File: src/lsd_params.svh
// macros for image size, counter widths and data widths
`ifndef LSD_PARAMS_SVH
`define LSD_PARAMS_SVH

// image size --------
`define LSD_IMAGE_WIDTH  8
`define LSD_IMAGE_HEIGHT 6

// counters ----------
// column count, enough for the image width
`define LSD_H_BITS       3
// row count
`define LSD_V_BITS       3

// data widths -------
`define LSD_PIXEL_BITS   8
// signed half-sum difference of two pixel pairs
`define LSD_GRAD_BITS    9
// gx^2 + gy^2 at the largest gradient
`define LSD_MAG_BITS     17
// octant code
`define LSD_DIR_BITS     3

`endif

File: src/lsd_pkg.sv
// package with pixel, coordinate, gradient, direction and stage payload types
`include "lsd_params.svh"

package lsd_pkg;

   // scalar types ------
   typedef logic [`LSD_PIXEL_BITS-1:0]       pixel_t;
   typedef logic [`LSD_H_BITS-1:0]           hcnt_t;
   typedef logic [`LSD_V_BITS-1:0]           vcnt_t;
   typedef logic signed [`LSD_GRAD_BITS-1:0] grad_t;
   typedef logic [`LSD_MAG_BITS-1:0]         mag2_t;
   // 0 to 7, counter-clockwise from +x
   typedef logic [`LSD_DIR_BITS-1:0]         dir_t;

   // stage payloads ----
   // 2x2 neighbourhood, p11 is the pixel just received
   typedef struct packed {
      pixel_t p00;
      pixel_t p01;
      pixel_t p10;
      pixel_t p11;
      vcnt_t  vcnt;
      hcnt_t  hcnt;
      // window lies fully inside the image
      logic   full;
   } window_t;

   typedef struct packed {
      grad_t gx;
      grad_t gy;
      vcnt_t vcnt;
      hcnt_t hcnt;
      logic  full;
   } grad_pix_t;

endpackage

File: src/lsd_stream_if.sv
// valid/ready stream interface with a payload type parameter and source/sink modports
interface lsd_stream_if #(
   parameter type payload_t = logic
);

   logic     valid;
   logic     ready;
   payload_t data;

   // producer side, holds valid and data until ready
   modport src (
      output valid,
      output data,
      input  ready
   );

   // consumer side
   modport snk (
      input  valid,
      input  data,
      output ready
   );

endinterface

File: src/window_2x2.sv
// module window_2x2, one-line pixel buffer forming the 2x2 window of each accepted pixel
`include "lsd_params.svh"

module window_2x2
   import lsd_pkg::*;
(
   input  logic      clock,
   input  logic      n_rst,
   input  logic      in_valid,
   input  pixel_t    in_pixel,
   input  vcnt_t     in_vcnt,
   input  hcnt_t     in_hcnt,
   output logic      in_ready,
   lsd_stream_if.src win
);

   // previous row, addressed by column
   pixel_t  line_buf [`LSD_IMAGE_WIDTH];
   // left neighbour and its upper neighbour
   pixel_t  prev_pix;
   pixel_t  prev_up;
   pixel_t  up_pix;
   logic    accept;
   window_t win_next;

   // handshake ---------
   // one item held, free when empty or drained this cycle
   assign in_ready = !win.valid || win.ready;
   assign accept   = in_valid && in_ready;

   // old value of the column, read before this pixel overwrites it
   assign up_pix = line_buf[in_hcnt];

   always_comb begin
      win_next.p00  = prev_up;
      win_next.p01  = up_pix;
      win_next.p10  = prev_pix;
      win_next.p11  = in_pixel;
      win_next.vcnt = in_vcnt;
      win_next.hcnt = in_hcnt;
      // first row and first column have no full neighbourhood
      win_next.full = (in_vcnt != '0) && (in_hcnt != '0);
   end

   // buffer and window registers
   always_ff @(posedge clock) begin
      if (accept) begin
         line_buf[in_hcnt] <= in_pixel;
         prev_pix          <= in_pixel;
         prev_up           <= up_pix;
         win.data          <= win_next;
      end
   end

   always_ff @(posedge clock) begin
      if (!n_rst) begin
         win.valid <= 1'b0;
      end else if (in_ready) begin
         win.valid <= in_valid;
      end
   end

   // checks ------------
   // source counts inside the image, or the buffer address wraps
   a_coord_range : assert property (@(posedge clock) disable iff (!n_rst)
      accept |-> (in_hcnt < `LSD_IMAGE_WIDTH) && (in_vcnt < `LSD_IMAGE_HEIGHT));

endmodule

File: src/gradient_calc.sv
// module gradient_calc, 2x2 differential filter giving signed horizontal and vertical gradients
`include "lsd_params.svh"

module gradient_calc
   import lsd_pkg::*;
(
   input  logic      clock,
   input  logic      n_rst,
   lsd_stream_if.snk win,
   lsd_stream_if.src grad
);

   // pair sums, one bit wider than the gradient
   logic [`LSD_GRAD_BITS:0]        sum_left;
   logic [`LSD_GRAD_BITS:0]        sum_right;
   logic [`LSD_GRAD_BITS:0]        sum_upper;
   logic [`LSD_GRAD_BITS:0]        sum_lower;
   logic signed [`LSD_GRAD_BITS:0] diff_h;
   logic signed [`LSD_GRAD_BITS:0] diff_v;
   logic                           accept;
   grad_pix_t                      grad_next;

   // handshake ---------
   assign win.ready = !grad.valid || grad.ready;
   assign accept    = win.valid && win.ready;

   // filter ------------
   always_comb begin
      sum_left  = {2'b00, win.data.p00} + {2'b00, win.data.p10};
      sum_right = {2'b00, win.data.p01} + {2'b00, win.data.p11};
      sum_upper = {2'b00, win.data.p00} + {2'b00, win.data.p01};
      sum_lower = {2'b00, win.data.p10} + {2'b00, win.data.p11};

      diff_h = $signed(sum_right) - $signed(sum_left);
      diff_v = $signed(sum_lower) - $signed(sum_upper);

      // halving keeps the result within the gradient range
      grad_next.gx   = grad_t'(diff_h >>> 1);
      grad_next.gy   = grad_t'(diff_v >>> 1);
      grad_next.vcnt = win.data.vcnt;
      grad_next.hcnt = win.data.hcnt;
      grad_next.full = win.data.full;
   end

   always_ff @(posedge clock) begin
      if (accept) begin
         grad.data <= grad_next;
      end
   end

   always_ff @(posedge clock) begin
      if (!n_rst) begin
         grad.valid <= 1'b0;
      end else if (win.ready) begin
         grad.valid <= win.valid;
      end
   end

   // checks ------------
   // a stalled window stays offered unchanged
   a_win_hold : assert property (@(posedge clock) disable iff (!n_rst)
      win.valid && !win.ready |=> win.valid && $stable(win.data));

endmodule

File: src/edge_classify.sv
// module edge_classify, squared magnitude threshold, octant direction and output register
`include "lsd_params.svh"

module edge_classify
   import lsd_pkg::*;
(
   input  logic      clock,
   input  logic      n_rst,
   lsd_stream_if.snk grad,
   input  mag2_t     grad_thres,
   output logic      out_valid,
   output logic      out_edge,
   output dir_t      out_dir,
   output vcnt_t     out_vcnt,
   output hcnt_t     out_hcnt,
   input  logic      out_ready
);

   logic [`LSD_GRAD_BITS-1:0] gx_abs;
   logic [`LSD_GRAD_BITS-1:0] gy_abs;
   mag2_t                     mag2;
   logic                      gx_pos;
   logic                      gx_neg;
   // angle within [0, 180)
   logic                      upper;
   logic                      is_edge;
   dir_t                      octant;
   logic                      accept;

   assign grad.ready = !out_valid || out_ready;
   assign accept     = grad.valid && grad.ready;

   // magnitude ---------
   always_comb begin
      gx_abs = grad.data.gx[`LSD_GRAD_BITS-1] ? -grad.data.gx : grad.data.gx;
      gy_abs = grad.data.gy[`LSD_GRAD_BITS-1] ? -grad.data.gy : grad.data.gy;
      mag2   = mag2_t'(gx_abs) * mag2_t'(gx_abs) + mag2_t'(gy_abs) * mag2_t'(gy_abs);
      is_edge = grad.data.full && (mag2 >= grad_thres);
   end

   // direction ---------
   // a tie on |gx| == |gy| goes to the lower octant
   always_comb begin
      gx_neg = grad.data.gx[`LSD_GRAD_BITS-1];
      gx_pos = !gx_neg && (grad.data.gx != '0);
      upper  = !grad.data.gy[`LSD_GRAD_BITS-1] && ((grad.data.gy != '0) || !gx_neg);
      if (upper) begin
         if (gx_pos) begin
            octant = (gy_abs <= gx_abs) ? 3'd0 : 3'd1;
         end else begin
            octant = (gy_abs >= gx_abs) ? 3'd2 : 3'd3;
         end
      end else begin
         if (gx_neg) begin
            octant = (gy_abs <= gx_abs) ? 3'd4 : 3'd5;
         end else begin
            octant = (gy_abs >= gx_abs) ? 3'd6 : 3'd7;
         end
      end
   end

   // output stage
   always_ff @(posedge clock) begin
      if (accept) begin
         out_edge <= is_edge;
         out_dir  <= is_edge ? octant : '0;
         out_vcnt <= grad.data.vcnt;
         out_hcnt <= grad.data.hcnt;
      end
   end

   always_ff @(posedge clock) begin
      if (!n_rst) begin
         out_valid <= 1'b0;
      end else if (grad.ready) begin
         out_valid <= grad.valid;
      end
   end

   // offered gradient is withdrawn only through a transfer
   a_grad_hold : assert property (@(posedge clock) disable iff (!n_rst)
      grad.valid && !grad.ready |=> grad.valid && $stable(grad.data));

endmodule

File: src/edge_front_top.sv
// module edge_front_top, edge detector front end with window, gradient and classify stages
module edge_front_top
   import lsd_pkg::*;
(
   input  logic   clock,
   input  logic   n_rst,
   // pixel stream in raster order
   input  logic   in_valid,
   input  pixel_t in_pixel,
   input  vcnt_t  in_vcnt,
   input  hcnt_t  in_hcnt,
   output logic   in_ready,
   // constant over a frame
   input  mag2_t  in_grad_thres,
   // edge stream
   output logic   out_valid,
   output logic   out_edge,
   output dir_t   out_dir,
   output vcnt_t  out_vcnt,
   output hcnt_t  out_hcnt,
   input  logic   out_ready
);

   // stage links -------
   lsd_stream_if #(.payload_t(window_t))   win_s ();
   lsd_stream_if #(.payload_t(grad_pix_t)) grad_s ();

   window_2x2 i_window (
      .clock    (clock),
      .n_rst    (n_rst),
      .in_valid (in_valid),
      .in_pixel (in_pixel),
      .in_vcnt  (in_vcnt),
      .in_hcnt  (in_hcnt),
      .in_ready (in_ready),
      .win      (win_s.src)
   );

   gradient_calc i_gradient (
      .clock (clock),
      .n_rst (n_rst),
      .win   (win_s.snk),
      .grad  (grad_s.src)
   );

   edge_classify i_classify (
      .clock      (clock),
      .n_rst      (n_rst),
      .grad       (grad_s.snk),
      .grad_thres (in_grad_thres),
      .out_valid  (out_valid),
      .out_edge   (out_edge),
      .out_dir    (out_dir),
      .out_vcnt   (out_vcnt),
      .out_hcnt   (out_hcnt),
      .out_ready  (out_ready)
   );

endmodule

File: config.mk
export PLATFORM = sky130hd
export DESIGN_NAME = edge_front_top
export DESIGN_NICKNAME = d
export VERILOG_FILES = /design/src/lsd_pkg.sv /design/src/lsd_stream_if.sv /design/src/window_2x2.sv /design/src/gradient_calc.sv /design/src/edge_classify.sv /design/src/edge_front_top.sv
export VERILOG_INCLUDE_DIRS = /design/src /design/src/src
export SDC_FILE = /design/constraint.sdc
export NUM_CORES = 1
export LEC_CHECK = 0
export ABC_AREA = 1
export BUFFER_PORTS_ARGS = -buffer_cell sky130_fd_sc_hd__buf_2
export CAP_MARGIN = 20
export CORE_ASPECT_RATIO = 1.1
export CORE_UTILIZATION = 45
export DETAILED_ROUTE_END_ITERATION = 10
export PLACE_DENSITY_LB_ADDON = 0.2
export SETUP_SLACK_MARGIN = 0.1
export SYNTH_ARGS = -nofsm -noshare
export SYNTH_HDL_FRONTEND = slang
export SYNTH_SLANG_ARGS = --single-unit
File: constraint.sdc
create_clock -name clock -period 20.8 [get_ports clock]
set_input_delay 1.04 -clock clock [delete_from_list [all_inputs] [get_ports clock]]
set_output_delay 1.04 -clock clock [all_outputs]
set_load 0.01 [all_outputs]
======== Yosys cells after proc, flatten, opt, wreduce, memory -nomap -nowiden ========
Memories as Yosys holds them, arrays and structs flattened. A register that Yosys moved wholly into a read port is not among the register bits.
Cells that the tools add are included.
storage, ports and cells
  input port bits ......................... 35
  memories kept ........................... 1
  word-level logic and storage cells ...... 64
  register bits ........................... 69
  memory bits (writable) .................. 64
  output and inout port bits .............. 12
memory list
  memory             depth  width  rd ports  clocked after memory_dff  wr ports  RTL line          text
  i_window.line_buf  8      8      1         1                         1         window_2x2.sv:18  pixel_t line_buf [`LSD_IMAGE_WIDTH];
operators by class
  magnitude comparators ................... 3
  reduce and logical (&&, ||, !) cells .... 20
  $mul .................................... 2
  muxes and demuxes ....................... 11
  add/subtract/negate cells ............... 9
operator list
  operator           count
  $add 8x8->9        4
  $mul 9x9->17       2
  $sub 10x10->10     2
  $mux 9             2
  $neg 9->9          2
  $reduce_bool 9->1  2
  $add 17x17->17     1
  $ge 17x17->1       1
  $ge 9x9->1         1
  $le 9x9->1         1
  $mux 3             3
  $logic_and 1x1->1  7
  $mux 1             6
  $reduce_bool 3->1  2
  $logic_not 1->1    5
  $logic_or 1x1->1   4

======== Longest topological paths before layout ========
  depth in word-level cells ............... 7
  mapped depth ............................ 41
  depth with buffers taken out ............ 40

======== Cells and area by module ========
Synthesis repeated with hierarchy kept, for this count alone.
unflattened totals
  cells, all modules ...................... 1426
  area total of the unflattened synthesis .. 12769.7 um^2
modules (own cells, without submodules)
  module         times used  area an instance (um^2)  cells each  sequential area each (um^2)
  edge_classify  1           5744.3                   739         320.3
  window_2x2     1           4131.5                   312         3113.0
  gradient_calc  1           2894.0                   375         770.7

======== Worst setup path before layout ========
No wires, ideal clock.
  path kind ............................... reg-to-reg
  from .................................... register, netlist name i_gradient.grad.data[7]
  to ...................................... register i_classify.out_dir[0], data pin
  path buffers ............................ 1
  clock period less this slack ............ 7.027 ns
  arrival time ............................ 6.770 ns
  path slack .............................. 13.773 ns
  setup time .............................. 0.257 ns
  cell stages (with the launch flop) ...... 38
  required time ........................... 20.543 ns
  cells stage by stage .................... edfxtp_1 > inv_2 > ha_1 > nand2_4 > nor2_4 > nand2_2 > nand2_1 > nand2_1 > nand2_2 > buf_6 > inv_2 > nor2_1 > inv_1 > fa_1 > inv_1 > fa_1 > inv_1 > fa_1 > [2 not listed] > fa_1 > inv_1 > fa_1 > inv_1 > ha_1 > nand2_1 > nand2_1 > a31o_2 > a21oi_1 > xor2_1 > inv_1 > ha_1 > a21oi_1 > o21ai_0 > a21oi_1 > nand4_1 > nand2_1 > a21oi_1
on the way
  word-level cells in the longest chain between the ends .. 6
  elaborated cells between the ends (all ways) .. 18
  classes of those cells .................. add/sub (2); mul (1); order compare (3); mux (8); reduce/logical (4)
ends and longest elaborated chain
  item                                         RTL line                                  text
  $neg 9->9                                    edge_classify.sv:36                       gy_abs = grad.data.gy[`LSD_GRAD_BITS-1] ? -grad.data.gy : grad.data.gy;
  $mux 9                                       edge_classify.sv:36
  $mul 9x9->17 (tied with other cells)         edge_classify.sv:37                       mag2 = mag2_t'(gx_abs) * mag2_t'(gx_abs) + mag2_t'(gy_abs) * mag2_t'(gy_abs);
  $add 17x17->17 (tied with other cells)       edge_classify.sv:37
  $ge 17x17->1 (tied with other cells)         edge_classify.sv:38                       is_edge = grad.data.full && (mag2 >= grad_thres);
  $logic_and 1x1->1 or $mux 3 (tied branches)  edge_classify.sv:38, edge_classify.sv:47
  to (signal assigned)                         edge_classify.sv:66                       out_dir <= is_edge ? octant : '0;
  to (decl)                                    edge_classify.sv:13                       output dir_t out_dir,
Several ways; a longest one is shown, not always the timed one.
A chain may end at the register's enable or synchronous reset.

======== Worst setup path after layout ========
  from .................................... register, netlist name i_gradient.grad.data[7]
  to ...................................... register i_classify.out_dir[1], data pin
on the way
  word-level cells in the longest chain between the ends .. 6
  elaborated cells between the ends (all ways) .. 10
  classes of those cells .................. add/sub (2); mul (1); order compare (1); mux (2); reduce/logical (4)
ends and longest elaborated chain
  item               RTL line
  $neg 9->9          edge_classify.sv:36
  $mux 9             edge_classify.sv:36
  $mul 9x9->17       edge_classify.sv:37
  $add 17x17->17     edge_classify.sv:37
  $ge 17x17->1       edge_classify.sv:38
  $logic_and 1x1->1  edge_classify.sv:38
Several ways; a longest one is shown, not always the timed one.

==> metrics <==
via count slightly above 8000; number of synthesized register bits 141; # diodes 0; RSZ-0062 raised after global routing false; Die Span Y ~170 um; H-tree Lvls 4; routability cong. 0.898; cells after synthesis 1243; hold buffer count at cts 0; fin. max-slew vios 0; Post-route DRC 0; clk buf depth 2; Critical Path RT 21.07 ns; status completed; post-synthesis area per instance 9.71 um2; filler instances approximately 2500; number of global-route vias before repair between 8000 and 9000; Max Clk Rate ~0.13 GHz; Resize count post-CTS 0; Final Hold Vio Count 0; max cap viols 0; Setup crit start kind flip-flop; dpl hpwl 21.2 mm; I/O pin count 47; Slowest-stage cell, CP fa_1; Initial Util 0.460; worst-path maximum fanout 11; Final ANT Viol Nets 0; Port-buffer cells 46; pre-CTS setup slack 12.93 ns; clock buffer count from CTS 17; core area 26200 um2; nets 1578; clk root buf clkbuf_16; largest net degree at the start of global routing 40; Final WS setup about 13 ns; critical path class reg -> reg; library cells used by synthesis 49; Hold/Removal Path Class reg -> reg; Tcrit/Tclk final 0.379; Critical Path AT 8.15 ns; post-CTS setup buffer count 0; Tmin final 7.88 ns; Syn. warnings 0; Overflow after GRT 0; die area 27500 um2; Netlist Area Pre-Place between 10000 and 15000 um2; sequential share of the synthesized area 0.348; initial DRC count 380; share of cells above drive strength 1 0.101; setup_tns 0 ns; final core occ 0.508; Crit path largest cell delay a little under 0.6 ns; final setup violation count 0; CTS sink cnt 141; worst-margin pin slew about 0.95 ns; Max-slew headroom 0.366; crit path capture type flip-flop; first-pass GRT wire length 41.4 mm; area grow syn2layout 10.4%; drt pass-1 iters 5; Die X 158 um; Clk pin slew, worst setup/hold paths approximately 0.07 ns; wire per inst approximately 15 um; Worst-Skew Late Latency around 0.42 ns; gr usage total 0.197; WL final 25.5 mm; initial antenna violation count 0; CTS tree built; clock skew around 0.015 ns; drt via density 4.96; Rows between 60 and 70
flip-flops by register name, summed over array words and instances, names as in the netlist:
register	count
i_window.line_buf	64
i_gradient.grad.data	25
i_window.win.data	23
i_window.prev_pix	8
i_window.prev_up	8
i_classify.out_dir	3
i_classify.out_hcnt	3
i_classify.out_vcnt	3
i_classify.out_edge	1
i_classify.out_valid	1
i_gradient.grad.valid	1
i_window.win.valid	1
cell type report:
type                    instances  area (um2)  share of cell area
multi-input cells             806        6740               0.505
flip-flops and latches        141        4200               0.316
inverters                     297        1120              0.0838
well taps                     352         440              0.0331
clock buffers                  18         429              0.0322
repair buffers                 48         245              0.0184
clock inverters                14         154              0.0116
stage by stage:
stage	area (um2)	hold slack [ns]	instances
2_1_floorplan	12100	0.400	1251
4_1_cts	13300	0.411	1676
6_report	13300	0.411	1676
3_5_place_dp	12700	0.405	1644
5_1_grt	13300	0.424	1676
3_3_place_gp	12700	0.402	1644
synthesized netlist by cell type (all sizes together):
library cell,instances,area share
a21o,7,0.0044
nand2,173,0.059
buf,5,0.0033
a21oi,75,0.031
o21a,2,0.0012
clkbuf,2,0.00062
nand3b,4,0.0025
clkinv,3,0.0010
o211a,1,0.00083
nand4,25,0.013
ha,131,0.14
o2bb2ai,7,0.0051
nor2,95,0.032
conb,2,0.00062
xnor2,17,0.012
a221oi,7,0.0051
or2,2,0.0010
dfxtp,3,0.0050
nor3,11,0.0067
o21ai,33,0.014
a22oi,6,0.0037
nor4,2,0.0010
a211oi,1,0.00062
o31ai,1,0.00062
edfxtp,138,0.34
a31oi,1,0.00052
inv,294,0.091
o21bai,3,0.0019
o311ai,4,0.0029
o211ai,3,0.0019
nand3,43,0.020
a31o,1,0.00073
fa,101,0.17
xor2,40,0.029
kinds of logic after synthesis:
group / Yosys count / share of synthesized area
AOI/OAI and AO/OA: 152 / 0.0748
xor gates and xnor gates: 57 / 0.0414
adders and majority gates: 232 / 0.303
buffers and inverters: 304 / 0.0964
DFF: 141 / 0.348
other: 2 / 0.000622
and+or+nand+nor: 355 / 0.135
final timing paths:
path,from,end,slack [ns],cells past startpoint
worst min-delay path,i_gradient.grad.data[1]$_DFFE_PP_,i_classify.out_hcnt[0]$_DFFE_PP_,0.41,0
worst max-delay path,i_gradient.grad.data[7]$_DFFE_PP_,i_classify.out_dir[1]$_SDFFCE_PN0P_,12.92,39
worst min register to register,i_gradient.grad.data[1]$_DFFE_PP_,i_classify.out_hcnt[0]$_DFFE_PP_,0.41,0
worst max register to register,i_gradient.grad.data[7]$_DFFE_PP_,i_classify.out_dir[1]$_SDFFCE_PN0P_,12.92,39
per-layer routing:
metal / wire (um) / vias up / GRT usage
met4: 871 / 0 / 0.0873
met5: 0 / - / 0
met1: 10400 / 3999 / 0.229
met3: 526 / 33 / 0.0210
li1: - / 4169 / -
met2: 13700 / 114 / 0.357
worst max-delay path: cells and delay by family (launching register included):
kind / cells / cell delay (ns)
AND/OR/NAND/NOR: 18 / 2.23
AO/OA/AOI/OAI: 2 / 0.24
buffers and inverters: 10 / 0.81
adder cells (fa/ha/maj): 9 / 4.04
flip-flops: 1 / 0.42
layout by cell type (no fill, tap or decap), types with 5 or more instances in the layout:
| cell | Yosys | final |
|---|---|---|
| nand2_2 | 15 | 15 |
| a22oi_1 | 6 | 6 |
| nand4_1 | 25 | 25 |
| inv_6 | 0 | 5 |
| fa_1 | 101 | 101 |
| conb_1 | 2 | 10 |
| o21ai_0 | 21 | 21 |
| nor2_1 | 89 | 89 |
| clkbuf_16 | 0 | 17 |
| edfxtp_1 | 138 | 138 |
| nor3_1 | 7 | 7 |
| ha_1 | 131 | 131 |
| inv_1 | 275 | 275 |
| inv_2 | 19 | 19 |
| o21ai_1 | 10 | 10 |
| xnor2_1 | 17 | 17 |
| a21oi_1 | 75 | 75 |
| a21o_1 | 7 | 7 |
| nand2_1 | 154 | 154 |
| xor2_1 | 40 | 40 |
| o2bb2ai_1 | 7 | 7 |
| a221oi_1 | 7 | 7 |
| nand3_1 | 40 | 40 |
| buf_2 | 2 | 46 |
Power is left out: the tool's default activity adds up to more than one toggle a clock period on the data nets, which glitch-free logic cannot reach.
